**src/design/exec_pkg.sv**
```systemverilog
`default_nettype none

package exec_pkg;

    // ------------------------------------------------------------------------
    // datapath sizing
    // ------------------------------------------------------------------------
    parameter int xlen           = 64;  // one integer register.
    parameter int reg_addr_width = 5;   // x0..x31 index.
    parameter int reg_count      = 32;  // integer register file depth.

    // alu operations carried from decode to execute.
    typedef enum logic [2:0] {
        alu_add,
        alu_sub,
        alu_and,
        alu_or,
        alu_xor,
        alu_sll,
        alu_srl
    } alu_op_t;

    // the only major opcode handled, r-type op.
    parameter logic [6:0] opcode_op = 7'b0110011;

    // ------------------------------------------------------------------------
    // apb address map
    // ------------------------------------------------------------------------
    parameter int apb_addr_width = 12;

    parameter logic [apb_addr_width-1:0] addr_reg_base = 12'h000;  // xn at base + n*8.
    parameter logic [apb_addr_width-1:0] addr_retired  = 12'h100;  // retired counter.
    parameter logic [apb_addr_width-1:0] addr_illegal  = 12'h108;  // dropped words.

endpackage

`default_nettype wire

```
**src/design/operand_bypass.sv**
```systemverilog
`timescale 1ns/1ps
`default_nettype none

module operand_bypass #(
    parameter int xlen = exec_pkg::xlen
) (
    input  logic [exec_pkg::reg_addr_width-1:0] rs1,
    input  logic [exec_pkg::reg_addr_width-1:0] rs2,
    input  logic [xlen-1:0]                     rs1_file,
    input  logic [xlen-1:0]                     rs2_file,
    input  logic                                ex_valid,
    input  logic [exec_pkg::reg_addr_width-1:0] ex_rd,
    input  logic [xlen-1:0]                     ex_result,
    input  logic                                mem_valid,
    input  logic [exec_pkg::reg_addr_width-1:0] mem_rd,
    input  logic [xlen-1:0]                     mem_result,
    input  logic                                wb_valid,
    input  logic [exec_pkg::reg_addr_width-1:0] wb_rd,
    input  logic [xlen-1:0]                     wb_result,
    output logic [xlen-1:0]                     op_a,
    output logic [xlen-1:0]                     op_b
);

    // ------------------------------------------------------------------------
    // newest producer wins in the order execute, memory, write-back, file
    // ------------------------------------------------------------------------
    always_comb begin
        op_a = rs1_file;  // no in-flight producer.
        if (rs1 != '0) begin
            if (ex_valid && (ex_rd == rs1)) begin
                op_a = ex_result;  // one ahead at the alu output.
            end else if (mem_valid && (mem_rd == rs1)) begin
                op_a = mem_result;  // two ahead.
            end else if (wb_valid && (wb_rd == rs1)) begin
                op_a = wb_result;  // being written this edge.
            end
        end
    end

    // same selection for the second source.
    always_comb begin
        op_b = rs2_file;
        if (rs2 != '0) begin
            if (ex_valid && (ex_rd == rs2)) begin
                op_b = ex_result;
            end else if (mem_valid && (mem_rd == rs2)) begin
                op_b = mem_result;
            end else if (wb_valid && (wb_rd == rs2)) begin
                op_b = wb_result;
            end
        end
    end

endmodule

`default_nettype wire

```
**config.mk**
```make
export PLATFORM = sky130hd
export DESIGN_NAME = operand_bypass
export DESIGN_NICKNAME = d
export VERILOG_FILES = /design/src/design/exec_pkg.sv /design/src/design/operand_bypass.sv
export SDC_FILE = /design/constraint.sdc
export NUM_CORES = 1
export LEC_CHECK = 0
export BUFFER_PORTS_ARGS = -buffer_cell sky130_fd_sc_hd__buf_4
export CAP_MARGIN = 5
export CELL_PAD_IN_SITES_DETAIL_PLACEMENT = 0
export CELL_PAD_IN_SITES_GLOBAL_PLACEMENT = 2
export CORE_MARGIN = 5
export CORE_UTILIZATION = 14
export DETAILED_ROUTE_END_ITERATION = 7
export GPL_TIMING_DRIVEN = 0
export PLACE_DENSITY = 0.87
export SLEW_MARGIN = 20
export SYNTH_ARGS = -nofsm -noshare
export SYNTH_HDL_FRONTEND = slang
export SYNTH_SLANG_ARGS = --single-unit
```
**constraint.sdc**
```tcl
create_clock -name vclk -period 1.76
set_clock_uncertainty 0.1 [all_clocks]
set_input_delay 0.176 -clock vclk [all_inputs]
set_output_delay 0.176 -clock vclk [all_outputs]
set_load 0.02 [all_outputs]
```
==> impl_metrics.env <==
export IMPL_grt_pass1_wl_um=57000
export IMPL_drt_total_wl_um=41100
export IMPL_worstPathRequired_ns=1.48
export IMPL_grt_pass1_vias=8962
export IMPL_cp_arrival_ns=1.99
export IMPL_vias_per_cell=5.34
export IMPL_leakage_nw=4.96
export IMPL_power_density_nw_per_um2=274
export IMPL_startpoint="rs1[3]"
export IMPL_slew_headroom_pct=69.7
export IMPL_tns_ns=-53.09
export IMPL_area_growth_syn_to_layout_pct=180
export IMPL_peakVddDrop_uv=132
export IMPL_syn_num_nets=1015
export IMPL_path_max_fanout=10
export IMPL_num_rows=65
export IMPL_synth_area_um2=4490
export IMPL_globalRouteTotalUtil_pct=20.2
export IMPL_die_width_um=189
export IMPL_nFlopsAndLatches=0
export IMPL_dieArea_um2=35700
export IMPL_path_class="in -> out"
export IMPL_pre_cts_ws_ns=-1.50
export IMPL_status="finished with violations"
export IMPL_setup_ws_ns=-0.506
export IMPL_worst_pin_slew_ns=0.455
export IMPL_period_needed_ns=2.27
export IMPL_drtIter0Drc=323
export IMPL_mostFrequentLayoutCell="buf_4"
export IMPL_netlist_instances=667
export IMPL_cp_start_kind="input pin"
export IMPL_gp_congestion=0.874
export IMPL_synth_top_area_share_pct=12.5
export IMPL_layout_nets=1528
export IMPL_vias=8435
export IMPL_failed_checks="setup timing"
export IMPL_maxCapViolations=0
export IMPL_antenna_found_initial=0
export IMPL_slew_viol_final=0
export IMPL_layout_common_cells="387 x buf_4, 133 x buf_6, 64 x and3_1, 64 x a22oi_2, 63 x a21oi_1"
export IMPL_seq_area_frac_synth_pct=0
export IMPL_hold_slack_ns=0.564
export IMPL_core_um2=31600
export IMPL_wl_per_cell_um=26.0
export IMPL_drc_errors=0
export IMPL_io_pins=476
export IMPL_synth_area_top_cells="a221oi_1 12%, o221ai_1 12%, a22oi_1 11%, a2bb2oi_1 11%, and3_1 9.1%"
export IMPL_hold_start="ex_result[38]"
export IMPL_final_core_util_pct=39.9
export IMPL_end_kind="primary output"
export IMPL_drive_above_1_share_pct=78.9
export IMPL_drtAntennaViolNets=0
export IMPL_dr_pass1_iters=4
export IMPL_fin_crit_sh_pct=129
export IMPL_hold_viol=0
export IMPL_yosysWarnings=0
export IMPL_hold_path_class="in -> out"
export IMPL_rsz0062_at_grt="true"
export IMPL_seq_area_um2=0
export IMPL_num_antenna_cells=0
export IMPL_yosysUniqueCellTypes=29
export IMPL_yosysTopAreaCell="a221oi_1"
export IMPL_clkbuf_count=0
export IMPL_avgSynthCellArea_um2=6.72
export IMPL_fmaxAchievable_mhz=441
export IMPL_port_buffers=476
export IMPL_die_h_um=189
export IMPL_grt_max_degree=11
export IMPL_finalSetupViolCount=128
export IMPL_initial_core_util_pct=14.2
export IMPL_overflow=0
export IMPL_dp_hpwl_um=30900
[cell usage after synthesis (all sizes together), types with 2 or more instances]
cell type / count
nor4: 4
o221ai: 64
xor2: 16
a221oi: 64
nand2: 3
o21ai: 128
or2: 2
xnor2: 14
clkbuf: 62
nand4: 2
nand3: 2
a22oi: 64
a21oi: 65
a2bb2oi: 64
buf: 38
nor2: 3
and3: 65
and2: 2
or4: 2
[per-layer routing]
metal / GRT usage [%] / routed length [um] / share of wire, %
met1: 25.8 / 16900 / 41
met2: 35.3 / 20400 / 50
met3: 3.95 / 2730 / 6.6
met4: 3.92 / 1030 / 2.5
met5: 0 / 0 / 0
[report_power, final]
group | leakage, nW | switching, W | internal (W)
clock network | 0 | 0 | 0
registers | 0 | 0 | 0
logic | 4.96 | 0.00165 | 0.00179
total | 4.96 | 0.00165 | 0.00179
[cells by family after synthesis]
kind of cell / synth area share (%)
compound gates: 71.8
buf+inv: 10.3
simple gates: 12.1
xor+xnor: 5.86
[timing repair]
action,4_1_cts,5_1_grt
pin swaps,8,27
gates cloned,3,10
setup endpoints to repair,128,128
hold buffers,0,0
gates resized for setup,185,319
buffers inserted,12,9
[worst max-delay path, stage by stage]
cell,delay [ns]
buf_4,0.13
xor2_1,0.28
nor4_4,0.10
a21oi_4,0.32
buf_6,0.21
buf_2,0.25
o21ai_0,0.16
o21ai_2,0.21
buf_6,0.14
[through the flow]
stage / area (um^2) / cells / power (W)
after floorplan: 5690 / 667 / 0.00129
after global placement: 9760 / 1545 / 0.00277
after detailed placement: 9800 / 1548 / 0.00278
after CTS: 10800 / 1562 / 0.00300
after global routing: 12600 / 1580 / 0.00361
final: 12600 / 1580 / 0.00345
[worst paths after layout]
check  slack, ns       end  cells after the start
max        -0.51  op_a[26]                      9
min         0.56  op_a[38]                      4
[area by class of cell]
cell class	instances	area (um^2)
Fill cell	3168	19000
Multi-Input combinational cell	567	6450
Timing Repair Buffer	513	4570
Buffer	98	1060
Tap cell	402	503
No activity file was read; power rests on OpenSTA's default activity.
