## config.mk

```make
export PLATFORM = sky130hd
export DESIGN_NAME = instr_decode
export DESIGN_NICKNAME = d
export VERILOG_FILES = /design/src/design/exec_pkg.sv /design/src/design/instr_decode.sv
export SDC_FILE = /design/constraint.sdc
export NUM_CORES = 1
export LEC_CHECK = 0
export BUFFER_PORTS_ARGS = -buffer_cell sky130_fd_sc_hd__buf_2
export CAP_MARGIN = 10
export CORE_ASPECT_RATIO = 0.75
export CORE_MARGIN = 4
export CORE_UTILIZATION = 48
export CTS_BUF_LIST = sky130_fd_sc_hd__clkbuf_2
export CTS_CLUSTER_SIZE = 12
export DETAILED_ROUTE_END_ITERATION = 6
export MAX_ROUTING_LAYER = met4
export PLACE_DENSITY_LB_ADDON = 0.1
export SYNTH_ARGS = -nofsm -noshare
export SYNTH_HDL_FRONTEND = slang
export SYNTH_SLANG_ARGS = --single-unit
export TNS_END_PERCENT = 5
```

## constraint.sdc

```tcl
create_clock -name clk -period 2.08 [get_ports clk]
set_input_delay 0.104 -clock clk [delete_from_list [all_inputs] [get_ports clk]]
set_output_delay 0.104 -clock clk [all_outputs]
set_load 0.02 [all_outputs]
```

## src/design/exec_pkg.sv

```systemverilog
`default_nettype none

package exec_pkg;

    // ------------------------------------------------------------------------
    // datapath sizing
    // ------------------------------------------------------------------------
    parameter int xlen           = 64;  // one integer register.
    parameter int reg_addr_width = 5;   // x0..x31 index.
    parameter int reg_count      = 32;  // integer register file depth.

    // alu operations carried from decode to execute.
    typedef enum logic [2:0] {
        alu_add,
        alu_sub,
        alu_and,
        alu_or,
        alu_xor,
        alu_sll,
        alu_srl
    } alu_op_t;

    // the only major opcode handled, r-type op.
    parameter logic [6:0] opcode_op = 7'b0110011;

    // ------------------------------------------------------------------------
    // apb address map
    // ------------------------------------------------------------------------
    parameter int apb_addr_width = 12;

    parameter logic [apb_addr_width-1:0] addr_reg_base = 12'h000;  // xn at base + n*8.
    parameter logic [apb_addr_width-1:0] addr_retired  = 12'h100;  // retired counter.
    parameter logic [apb_addr_width-1:0] addr_illegal  = 12'h108;  // dropped words.

endpackage

`default_nettype wire

```

## src/design/instr_decode.sv

```systemverilog
`timescale 1ns/1ps
`default_nettype none

module instr_decode (
    input  logic                                clk,
    input  logic                                rst_n,
    input  logic                                instr_valid,
    input  logic [31:0]                         instr,
    output logic                                rd_valid,
    output exec_pkg::alu_op_t                   rd_op,
    output logic [exec_pkg::reg_addr_width-1:0] rd_rs1,
    output logic [exec_pkg::reg_addr_width-1:0] rd_rs2,
    output logic [exec_pkg::reg_addr_width-1:0] rd_rd,
    output logic [31:0]                         illegal_count
);
    import exec_pkg::*;

    logic    legal;   // word matches one of the seven encodings.
    alu_op_t dec_op;  // decoded operation.

    // r-type field split.
    logic [6:0] opcode;
    logic [2:0] funct3;
    logic [6:0] funct7;

    assign opcode = instr[6:0];
    assign funct3 = instr[14:12];
    assign funct7 = instr[31:25];

    always_comb begin
        legal  = 1'b0;
        dec_op = alu_add;
        if (opcode == opcode_op) begin
            case (funct3)
                3'b000: begin
                    if (funct7 == 7'b0000000) begin
                        legal = 1'b1;  // add.
                    end else if (funct7 == 7'b0100000) begin
                        legal  = 1'b1;  // sub.
                        dec_op = alu_sub;
                    end
                end
                3'b001: begin
                    legal  = (funct7 == 7'b0);
                    dec_op = alu_sll;
                end
                3'b100: begin
                    legal  = (funct7 == 7'b0);
                    dec_op = alu_xor;
                end
                3'b101: begin
                    legal  = (funct7 == 7'b0);  // sra has funct7 0100000.
                    dec_op = alu_srl;
                end
                3'b110: begin
                    legal  = (funct7 == 7'b0);
                    dec_op = alu_or;
                end
                3'b111: begin
                    legal  = (funct7 == 7'b0);
                    dec_op = alu_and;
                end
                default: legal = 1'b0;  // slt and sltu dropped.
            endcase
        end
    end

    // only legal words enter the read stage.
    always_ff @(posedge clk or negedge rst_n) begin
        if (!rst_n) begin
            rd_valid      <= 1'b0;
            illegal_count <= '0;
        end else begin
            rd_valid <= instr_valid && legal;
            if (instr_valid && !legal && (illegal_count != '1)) begin
                illegal_count <= illegal_count + 32'd1;  // saturates at all ones.
            end
        end
    end

    // read stage payload.
    always_ff @(posedge clk) begin
        if (instr_valid && legal) begin
            rd_op  <= dec_op;
            rd_rs1 <= instr[19:15];
            rd_rs2 <= instr[24:20];
            rd_rd  <= instr[11:7];
        end
    end

endmodule

`default_nettype wire

```

==> impl_metrics.json <==
{
  "place_congestion": 0.894,
  "synth-simple-area-share": 0.239,
  "post_cts_buffers": 0,
  "synth_top_family_by_area": "simple AND/OR/NAND/NOR gates",
  "grt.overflow.total": 0,
  "slew_headroom": 0.514,
  "clockBufferDepth": 2,
  "ys.flop_type": "dfrtp_1",
  "drc_errors": 0,
  "drt_iter0_drc": 143,
  "hold_ws_ps": 25.7,
  "dpl.hpwl_mm": 3.96,
  "syn_nets": 228,
  "cts_buffers": 5,
  "worst_slack_ps": 141,
  "fin_util": 0.686,
  "diodes": 0,
  "period_needed_ps": 1940,
  "cp.arrival_ps": 2320,
  "worst_slew_pin_slew_ps": 729,
  "ys_types": 37,
  "areaGrowthSynthToFinish_pct": 35.5,
  "cts_root_buffer": "clkbuf_2",
  "muxShareOfSynthArea": 0.0114,
  "grt_first_pass_wirelength_mm": 8.77,
  "cts_htree_levels": 2,
  "worstHoldPathType": "in2reg",
  "grt_max_degree": 34,
  "fillers": 358,
  "layout-drive-gt1-share": 0.366,
  "path_clk_slew_ps": 260,
  "die_y_um": 68.0,
  "rows": 21,
  "vias": 1898,
  "r2r_slack_ps": 140,
  "slew_violations": 0,
  "multi_input_area_um2": 920,
  "synthTopCellsByCount": "dfrtp_1 (33), xor2_1 (29), edfxtp_1 (18), nand2_1 (15), nor3_1 (15)",
  "synth_edf_count": 18,
  "drt-wirelength-per-cell_um": 15.0,
  "syn_avg_cell_area_um2": 12.0,
  "gr-usage-all-layers": 0.197,
  "finalPower_w": 0.00236,
  "r2r-end": "illegal_count[28]$_DFFE_PN0P_",
  "clk_latency_ps": 440,
  "ff_latch_area_um2": 1370,
  "worstSetupPathType": "reg2reg",
  "cp-endpoint": "illegal_count[28]$_DFFE_PN0P_",
  "ir_drop_v": 0.000847,
  "first_pass_iters": 4,
  "crit_required_ps": 2460,
  "ant_nets": 0,
  "synthesis.area_um2": 2300,
  "end_kind": "register",
  "portBuffers": 85,
  "synthCells": 192,
  "cts_tree": "done",
  "final_nets": 344,
  "yosysMostFrequentCell": "dfrtp_1",
  "synth_compound_area_frac": 0.0239,
  "routed_wl_mm": 5.49,
  "ys_async_sr_fraction": 0.647,
  "synth-adder-area-share": 0.00544,
  "ys_seq_area_frac": 0.594,
  "grt_pass1_vias": 1818,
  "ys_warn_count": 0,
  "synth_area_leaders": "dfrtp_1 (36%), edfxtp_1 (23%), xor2_1 (11%)",
  "yosysTopAreaCell": "dfrtp_1",
  "dieArea_um2": 5980,
  "clkSinkCount": 51,
  "maxCapViolCount": 0,
  "reg2reg_depth": 6,
  "power.density_nw_per_um2": 757,
  "path_max_fanout": 6,
  "finalCritPeriodShare": 0.932,
  "core_area_um2": 4550,
  "synth.top_cell.area_share": 0.359,
  "pre_cts_ws_ps": 116,
  "leakagePower_nw": 1.46,
  "ys_ff_latch": 51,
  "synth_xor_area_frac": 0.114,
  "boundaryPins": 86,
  "status": "finished clean",
  "dieWidth_um": 87.9,
  "fmax_ghz": 0.516,
  "skew_ps": 12.6,
  "worst_setup_path_startpoint": "illegal_count[15]$_DFFE_PN0P_",
  "r2r-start": "illegal_count[15]$_DFFE_PN0P_",
  "route.detailed.vias_per_inst": 5.19,
  "antenna_found_initial": 0,
  "start_util": 0.506,
  "rsz0062_at_grt": "yes",
  "cp-start-kind": "register",
  "finalSetupViolations": 0,
  "hold_viol_final": 0
}
[power breakdown]
part	switching [W]	leakage, nW	internal [W]
Combinational	0.000322	0.840	0.000242
Clock	0.000327	0.0436	0.000210
Sequential	0.000122	0.573	0.00114
[repair_timing]
| action | in CTS | in global routing |
|---|---|---|
| hold endpoints to repair | 50 | 0 |
| setup endpoints to repair | 0 | 10 |
| resized for setup | 0 | 3 |
| hold buffers | 18 | 0 |
[cell type report]
type	instances	share of cell area
Tap cell	57	0.0229
Inverter	2	0.00241
Multi-Input combinational cell	135	0.295
Sequential cell	51	0.438
Clock inverter	3	0.0152
Timing Repair Buffer	113	0.218
Clock buffer	5	0.00803
[metal layers]
metal	global-route usage	wire length, um	part of all wire
met1	0.270	2560	0.47
met2	0.302	2430	0.44
met3	0.0457	465	0.085
met4	0.0479	39	0.0071
met5	-	0	0
[critical path: stages (launching register included)]
cell	delay [ps]
dfrtp_1	510
nand3_1	180
nor4_4	360
nand2_1	150
buf_4	170
nor4_1	300
xor2_1	200
[cell usage in the layout (no fill, tap or decap), types with 2 or more instances in the layout]
cell / Yosys / routed
nand4_1: 9 / 9
buf_2: 2 / 85
nor2_1: 8 / 7
and2_1: 2 / 2
and4_1: 4 / 4
nor3_1: 15 / 15
inv_1: 2 / 2
dfrtp_1: 33 / 33
buf_4: 1 / 10
xor2_1: 29 / 29
clkbuf_2: 0 / 5
o21ai_0: 4 / 3
dlygate4sd3_1: 0 / 18
and3_1: 3 / 3
nor4_1: 14 / 13
edfxtp_1: 18 / 18
nand3_1: 11 / 11
nand2_1: 15 / 15
or3_1: 2 / 2
[flip-flops by register name (all words and copies together), names as in the netlist]
name	count
illegal_count	32
rd_rd	5
rd_rs1	5
rd_rs2	5
rd_op	3
rd_valid	1
[metrics by stage]
step	std cells	area (um2)	TNS, ps
final	366	3120	0
after global routing	366	3120	-5.89
after detailed placement	340	2850	0
after CTS	366	3100	0
after global placement	340	2850	0
after floorplan	192	2300	0
[worst min-delay path by stage]
stage | cells past startpoint | from | slack [ps] | to
5_1_grt | 3 | instr[12] | 10 | rd_op[2]$_SDFFCE_PP0P_
2_1_floorplan | 0 | rst_n | -190 | illegal_count[0]$_DFFE_PN0P_
4_1_cts | 3 | instr[12] | 3 | rd_op[1]$_SDFFCE_PP0P_
3_3_place_gp | 1 | rst_n | 210 | illegal_count[20]$_DFFE_PN0P_
6_report | 3 | instr[12] | 30 | rd_op[1]$_SDFFCE_PP0P_
3_5_place_dp | 1 | rst_n | 210 | illegal_count[19]$_DFFE_PN0P_
[cell families after synthesis]
logic type	Yosys count
AOI/OAI and AO/OA	8
xor gates and xnor gates	30
adders and majority gates	1
buffers and inverters	6
DFF	51
muxes	2
and+or+nand+nor	94
Power figures use the tool's default switching activity.
