[src/design/exec_pkg.sv]
`default_nettype none

package exec_pkg;

    // ------------------------------------------------------------------------
    // datapath sizing
    // ------------------------------------------------------------------------
    parameter int xlen           = 64;  // one integer register.
    parameter int reg_addr_width = 5;   // x0..x31 index.
    parameter int reg_count      = 32;  // integer register file depth.

    // alu operations carried from decode to execute.
    typedef enum logic [2:0] {
        alu_add,
        alu_sub,
        alu_and,
        alu_or,
        alu_xor,
        alu_sll,
        alu_srl
    } alu_op_t;

    // the only major opcode handled, r-type op.
    parameter logic [6:0] opcode_op = 7'b0110011;

    // ------------------------------------------------------------------------
    // apb address map
    // ------------------------------------------------------------------------
    parameter int apb_addr_width = 12;

    parameter logic [apb_addr_width-1:0] addr_reg_base = 12'h000;  // xn at base + n*8.
    parameter logic [apb_addr_width-1:0] addr_retired  = 12'h100;  // retired counter.
    parameter logic [apb_addr_width-1:0] addr_illegal  = 12'h108;  // dropped words.

endpackage

`default_nettype wire

[src/design/apb_state_port.sv]
`timescale 1ns/1ps
`default_nettype none

module apb_state_port #(
    parameter int xlen = exec_pkg::xlen
) (
    input  logic                                clk,
    input  logic                                rst_n,
    input  logic                                psel,
    input  logic                                penable,
    input  logic                                pwrite,
    input  logic [exec_pkg::apb_addr_width-1:0] paddr,
    input  logic [xlen-1:0]                     pwdata,
    input  logic                                busy,
    input  logic [xlen-1:0]                     reg_rdata,
    input  logic [31:0]                         retired_count,
    input  logic [31:0]                         illegal_count,
    output logic [xlen-1:0]                     prdata,
    output logic                                pready,
    output logic                                pslverr,
    output logic                                reg_we,
    output logic [exec_pkg::reg_addr_width-1:0] reg_addr,
    output logic [xlen-1:0]                     reg_wdata
);
    import exec_pkg::*;

    logic [apb_addr_width-1:0] offset;  // address relative to the register window.
    logic                      hit_reg;
    logic                      hit_ret;
    logic                      hit_ill;
    logic                      addr_err;

    // setup phase decode, held through the access phase.
    logic                      sel_reg_q;
    logic                      sel_ret_q;
    logic                      sel_ill_q;
    logic                      err_q;
    logic [reg_addr_width-1:0] idx_q;

    // ------------------------------------------------------------------------
    // address map
    // ------------------------------------------------------------------------
    assign offset   = paddr - addr_reg_base;
    assign hit_reg  = (paddr >= addr_reg_base) && (offset < reg_count * 8);
    assign hit_ret  = (paddr == addr_retired);
    assign hit_ill  = (paddr == addr_illegal);
    assign addr_err = (paddr[2:0] != 3'b000)                 // misaligned.
                    || !(hit_reg || hit_ret || hit_ill)      // unmapped.
                    || (pwrite && (hit_ret || hit_ill));     // counters are read only.

    always_ff @(posedge clk or negedge rst_n) begin
        if (!rst_n) begin
            sel_reg_q <= 1'b0;
            sel_ret_q <= 1'b0;
            sel_ill_q <= 1'b0;
            err_q     <= 1'b0;
        end else if (psel && !penable) begin
            sel_reg_q <= hit_reg && !addr_err;
            sel_ret_q <= hit_ret && !addr_err;
            sel_ill_q <= hit_ill && !addr_err;
            err_q     <= addr_err;
        end
    end

    always_ff @(posedge clk) begin
        if (psel && !penable) begin
            idx_q <= offset[reg_addr_width+2:3];  // eight bytes per register.
        end
    end

    // ------------------------------------------------------------------------
    // access phase, completes only with an empty pipeline
    // ------------------------------------------------------------------------
    assign pready  = psel && penable && !busy;
    assign pslverr = pready && err_q;

    assign reg_we    = pready && pwrite && sel_reg_q;  // x0 dropped in the file.
    assign reg_addr  = idx_q;
    assign reg_wdata = pwdata;

    always_comb begin
        if (sel_reg_q) begin
            prdata = reg_rdata;
        end else if (sel_ret_q) begin
            prdata = xlen'(retired_count);  // zero extended.
        end else if (sel_ill_q) begin
            prdata = xlen'(illegal_count);
        end else begin
            prdata = '0;
        end
    end

endmodule

`default_nettype wire

[config.mk]
export PLATFORM = sky130hd
export DESIGN_NAME = apb_state_port
export DESIGN_NICKNAME = d
export VERILOG_FILES = /design/src/design/exec_pkg.sv /design/src/design/apb_state_port.sv
export SDC_FILE = /design/constraint.sdc
export NUM_CORES = 1
export LEC_CHECK = 0
export BUFFER_PORTS_ARGS = -buffer_cell sky130_fd_sc_hd__buf_2
export CAP_MARGIN = 20
export CORE_AREA = 2 2 135 137
export DETAILED_ROUTE_END_ITERATION = 7
export DIE_AREA = 0 0 137 139
export GPL_TIMING_DRIVEN = 0
export PLACE_DENSITY = 0.38
export SLEW_MARGIN = 15
export SYNTH_ARGS = -nofsm -noshare
export SYNTH_HDL_FRONTEND = slang
export SYNTH_SLANG_ARGS = --single-unit
[constraint.sdc]
create_clock -name clk -period 1.05 [get_ports clk]
set_input_delay 0.21 -clock clk [delete_from_list [all_inputs] [get_ports clk]]
set_output_delay 0.21 -clock clk [all_outputs]
set_load 0.02 [all_outputs]
==> impl_metrics.py, run 1 <==
metrics = {
    "placement": {
        "dpl.cell_count": 753,
        "dp_hpwl_mm": 8.05,
        "place.gp.congestion": 0.720,
        "pre_cts_ws_ns": -0.630,
        "io_buffers": 281,
    },
    "finish": {
        "nNetsFinal": 753,
        "layout-drive-gt1-share": 0.849,
        "final_common_cell": "buf_2",
        "layoutNonFillerInstCount": 771,
        "fillers": 1961,
        "syn2layout_area_growth_pct": 154,
        "finalCoreUtilization": 0.249,
        "mostFrequentLayoutCells": "buf_2 (227), buf_4 (73), buf_6 (57), nand2_1 (35), and2_4 (33)",
        "diodes": 0,
    },
    "grt": {
        "antenna_found_initial": 0,
        "grt_overflow": 0,
        "grt_max_degree": 11,
        "grt_pass1_wl_mm": 14.2,
        "grt_pass1_vias": 2738,
        "grt.total_usage": 0.0934,
    },
    "hold_path": {
        "hold_path_class": "input port to flip-flop",
        "hold_depth": 1,
    },
    "route": {
        "vias": 2822,
        "route.antenna.remaining_nets": 0,
        "drt_iter0_drc": 31,
        "first_pass_iters": 4,
        "routedWlPerCell_microns": 12.9,
        "viasPerCell": 3.66,
        "drc": 0,
        "wl_mm": 9.94,
    },
    "power_and_ir_drop": {
        "clockPowerShare": 0.339,
        "power_switching_uw": 588,
        "switching_share": 0.297,
        "p_per_area_nw_per_um2": 451,
        "p_comb_frac": 0.461,
        "ir_drop_v": 0.000435,
        "seqPwrFrac": 0.200,
        "p_leak_nw": 2.28,
        "p_int_mw": 1.39,
    },
    "yosys": {
        "synth_fa_ha_area_frac": 0,
        "netlist_area_sq_um": 1730,
        "synth-compound-area-share": 0.251,
        "muxShareOfSynthArea": 0,
        "synth_cells": 243,
        "yosys_warnings": 0,
        "yosysUniqueCellTypes": 26,
        "synth_edf_count": 5,
        "ys.flop_type": "edfxtp_1",
        "synth_simple_gate_area_frac": 0.264,
        "ys_ff_latch": 9,
        "synth-xor-area-share": 0,
        "synth.top_cell.area_share": 0.277,
        "yosysSeqAreaShare": 0.145,
        "syn_avg_cell_area_sq_um": 7.13,
        "async_reset_ff_frac": 0.444,
        "synth_nets": 453,
        "synth_top_area_cell": "buf_4",
        "synth_area_leaders": "buf_4 (28%), a22oi_1 (13%), and2_1 (12%)",
        "synth_top_family_by_area": "buffers and inverters",
    },
    "sta": {
        "skew_ns": 0,
        "finalHoldViolCount": 0,
        "tightestPinTransition_ns": 0.343,
        "rsz0062_at_grt": "yes",
        "fin_crit_sh": 1.63,
        "fmaxAchievable_mhz": 586,
        "setup_viol": 67,
        "slew_viol_final": 0,
        "min_period_ns": 1.71,
        "relSlewSlack": 0.770,
        "holdWs_ns": 0.178,
        "setup_ws_ns": -0.657,
        "fin_setup_tns_ns": -32.72,
    },
    "floorplanning": {
        "ios": 346,
        "dieHeight_microns": 139,
        "core-area_sq_um": 17700,
        "die_area_sq_um": 19000,
        "rows": 49,
        "die_x_microns": 137,
        "start_util": 0.0981,
    },
    "run_status": {
        "status": "finished with violations",
        "violations": "setup timing",
    },
    "cts": {
        "cts_tree": "done",
        "clock-sinks": 9,
        "clk_pin_slew_ns": 0.04,
        "cts.path.max_buffers": 2,
        "cts-root-buf": "clkbuf_16",
        "numCtsBuffers": 3,
        "h-tree-depth": 1,
        "clkLatencyLatePin_ns": 0.23,
    },
    "setup_path": {
        "r2r_cells": 5,
        "r2r-start": "sel_reg_q",
        "critical_path_arrival_ns": 1.50,
        "cp_data_required_time_ns": 0.84,
        "path_max_fanout": 10,
        "worst_r2r_endpoint": "sel_reg_q",
        "crit_path_end_kind": "output pin",
        "critical_path.endpoint": "prdata[4]",
        "worstSetupStartpointType": "flip-flop",
        "reg2reg_slack_ns": 0,
        "crit_path_start": "sel_ret_q",
        "critPathKind": "flip-flop to output pin",
    },
    "flow_run": {
        "cap_violations": 0,
    },
}
## layer usage
layer,track usage,vias to the layer above,wire [microns]
li1,-,1374,-
met3,0.0113,4,826
met4,0.0130,0,46
met1,0.104,1274,3540
met2,0.187,170,5520
met5,0,-,0
## worst min path at each step
stage / start / to / slack (ns)
after floorplan: rst_n / err_q / -0.09
after global placement: rst_n / err_q / 0.02
after detailed placement: rst_n / err_q / 0.03
after CTS: paddr[5] / reg_addr[2] / 0.18
after global routing: paddr[7] / reg_addr[4] / 0.18
final: paddr[5] / reg_addr[2] / 0.18
## cell families after synthesis
group                  count (synthesis)
DFF                                    9
and+or+nand+nor                       83
AOI/OAI and AO/OA                     68
buffers and inverters                 83
## registers in the layout, summed over array words and instances (netlist names)
signal and count:
sel_ill_q 1, reg_addr 5, err_q 1, sel_ret_q 1
sel_reg_q 1
## what timing repair did
action | CTS | global route
setup endpoints to repair | 67 | 68
cloned | 5 | 0
hold buffers | 1 | 0
gates resized for setup | 173 | 15
pin swaps | 2 | 1
endpoints found under the hold margin | 4 | 0
setup buffers | 8 | 3
## synth_stat cells (3+ instances only)
master and n:
a22oi_1 31, and2_1 33, buf_2 7, buf_4 64, buf_6 4, clkbuf_1 7
dfrtp_1 4, edfxtp_1 5, nand2_1 38, nor2_1 3, o21ai_0 27, o21ai_1 6
## final cells by class
class / instances / area, sq um / share of cell area
buffer: 81 / 692 / 0.158
clock buffer: 4 / 78.8 / 0.0179
inverter: 1 / 3.75 / 0.000855
multi-input combinational: 151 / 1120 / 0.256
sequential: 9 / 251 / 0.0573
tap: 229 / 287 / 0.0652
timing repair buffer: 296 / 1960 / 0.446
## metrics by stage
step / power (mW) / area (sq um)
after floorplan: 0.842 / 1930
after global placement: 1.27 / 3620
after detailed placement: 1.27 / 3620
after CTS: 2.00 / 4370
after global routing: 2.09 / 4390
final: 1.98 / 4390
## power by group through the flow
stage / sequential (mW) / clock (mW) / combinational (mW)
floorplan: 0.417 / 0 / 0.425
global placement: 0.400 / 0 / 0.869
detailed placement: 0.401 / 0 / 0.873
CTS: 0.396 / 0.678 / 0.922
global route: 0.397 / 0.705 / 0.991
finish: 0.396 / 0.671 / 0.913
## critical path, cell delays in order (launching register included)
cell and delay [ns]:
dfrtp_1 0.36, buf_6 0.13, nor2b_4 0.18, buf_8 0.18, a22oi_1 0.09, o21ai_2 0.17
buf_6 0.14
No activity file was read; power rests on OpenSTA's default activity.
==> inputs of run 2 (changes only) <==
- BUFFER_PORTS_ARGS: -buffer_cell sky130_fd_sc_hd__buf_2 -> default
- CORE_AREA: 2 2 135 137 -> 2 2 134 136
- DIE_AREA: 0 0 137 139 -> 0 0 136 138
- DONT_BUFFER_PORTS: default -> 1
- PLACE_DENSITY: 0.38 -> 0.3
==> impl_metrics.py, run 2 (synthesis gave the netlist of run 1 again) <==
metrics = {
    "finish": {
        "largest_reg_flops": 5,
        "nNetsFinal": 475,
        "fillers": 1979,
        "fin_area_sq_um": 2960,
        "finalCoreUtilization": 0.169,
        "diodes": 0,
        "final_common_cell": "buf_4",
        "mostFrequentLayoutCells": "buf_4 (70), nand2_1 (37), and2_4 (33), a22oi_2 (25), o21ai_4 (18)",
        "layoutNonFillerInstCount": 493,
        "syn2layout_area_growth_pct": 70.7,
        "layout-drive-gt1-share": 0.765,
    },
    "sta": {
        "setup_viol": 65,
        "tightestPinTransition_ns": 0.479,
        "fin_setup_tns_ns": -32.31,
        "fin_crit_sh": 1.60,
        "setup_ws_ns": -0.629,
        "skew_ns": 0,
        "rsz0062_at_grt": "yes",
        "fmaxAchievable_mhz": 595,
        "finalHoldViolCount": 0,
        "min_period_ns": 1.68,
        "slew_viol_final": 0,
        "relSlewSlack": 0.680,
    },
    "grt": {
        "grt_pass1_vias": 1783,
        "grt_pass1_wl_mm": 11.7,
        "grt_max_degree": 11,
        "grt.total_usage": 0.0855,
        "antenna_found_initial": 0,
        "grt_overflow": 0,
    },
    "setup_path": {
        "path_max_fanout": 5,
        "critPathKind": "flip-flop to output pin",
        "path_cells": "nor2b_4 > buf_8 > clkbuf_16 > a22oi_2 > o21ai_2",
        "critical_path_arrival_ns": 1.47,
        "max_stage_delay_ns": 0.43,
        "cp_data_required_time_ns": 0.84,
        "reg2reg_slack_ns": 0.03,
        "slowest_stage": "dfrtp_2",
        "crit_path_end_kind": "output pin",
        "worstSetupStartpointType": "flip-flop",
        "crit_family": "flip-flops",
        "timing.critical_path.buf_inv": 2,
    },
    "placement": {
        "dpl.cell_count": 472,
        "dp_hpwl_mm": 7.48,
        "io_buffers": 0,
        "place.gp.congestion": 0.768,
        "dpl_cell_area_sq_um": 2220,
    },
    "cts": {
        "cts-root-buf": "clkbuf_16",
        "cts_tree": "done",
        "clock-sinks": 9,
        "numCtsBuffers": 3,
        "cts.path.max_buffers": 2,
        "clk_pin_slew_ns": 0.04,
        "h-tree-depth": 1,
        "clkLatencyLatePin_ns": 0.23,
    },
    "floorplanning": {
        "rows": 49,
        "dieHeight_microns": 138,
        "die_area_sq_um": 18800,
        "die_x_microns": 136,
        "start_util": 0.0988,
        "ios": 346,
        "core-area_sq_um": 17500,
    },
    "route": {
        "viasPerCell": 3.75,
        "routedWlPerCell_microns": 19.0,
        "wl_mm": 9.36,
        "drc": 0,
        "first_pass_iters": 4,
        "route.antenna.remaining_nets": 0,
        "drt_iter0_drc": 34,
        "vias": 1848,
    },
    "power_and_ir_drop": {
        "ir_drop_v": 0.000568,
        "p_leak_nw": 1.10,
        "p_per_area_nw_per_um2": 528,
    },
    "run_status": {
        "status": "finished with violations",
        "violations": "setup timing",
    },
    "flow_run": {
        "cap_violations": 0,
    },
    "hold_path": {
        "hold_path_class": "input port to flip-flop",
    },
}
## run 2: cell count changes in the layout (fill, tap and decap cells not counted), sizes merged
cell | previous run | this run
buf | 371 | 94
clkbuf | 9 | 8
## run 2: metal layers
layer  global-route usage  vias up  wire length, microns
met5                    0        -                     0
met4               0.0104        0                    40
met3               0.0110        4                   770
met2                0.156      170                  4910
met1                0.109      860                  3640
li1                     -      814                     -
## run 2: what timing repair did
item,in CTS,in global routing
hold buffers,1,0
endpoints found under the hold margin,4,0
resized for setup,82,40
setup endpoints to repair,66,68
setup buffers,11,2
pin swaps,14,24
cloned,4,1
## run 2: where the power goes
part	internal [mW]	switching [mW]	total (mW)
logic	0.202	0.276	0.478
clock network	0.507	0.158	0.665
registers	0.393	0.0253	0.418
## run 2: final timing paths
kind                            startpoint  cells past startpoint    endpoint
max in group asynchronous            rst_n                      1   sel_ret_q
worst max-delay path             sel_ret_q                      5  prdata[23]
min in group asynchronous            rst_n                      1       err_q
worst min-delay path              paddr[3]                      1   sel_ret_q
worst max register to register   sel_reg_q                      5   sel_reg_q
worst min register to register   sel_ill_q                      2   sel_ill_q
## run 2: area by class of cell
class,count,area [sq um],share of cell area
inverter,1,3.75,0.00127
tap,229,287,0.0969
clock buffer,4,78.8,0.0267
multi-input combinational,151,1370,0.463
sequential,9,251,0.0851
timing repair buffer,18,256,0.0868
buffer,81,712,0.241
## run 2: per-stage QoR
step	hold WS [ns]	total power [mW]	worst slack [ns]
after global placement	-0.0854	0.882	-0.697
after floorplan	-0.0856	0.842	-0.230
after global routing	0.0640	1.63	-0.701
final	0.0658	1.56	-0.629
after detailed placement	-0.0854	0.877	-0.721
after CTS	0.0683	1.58	-0.719
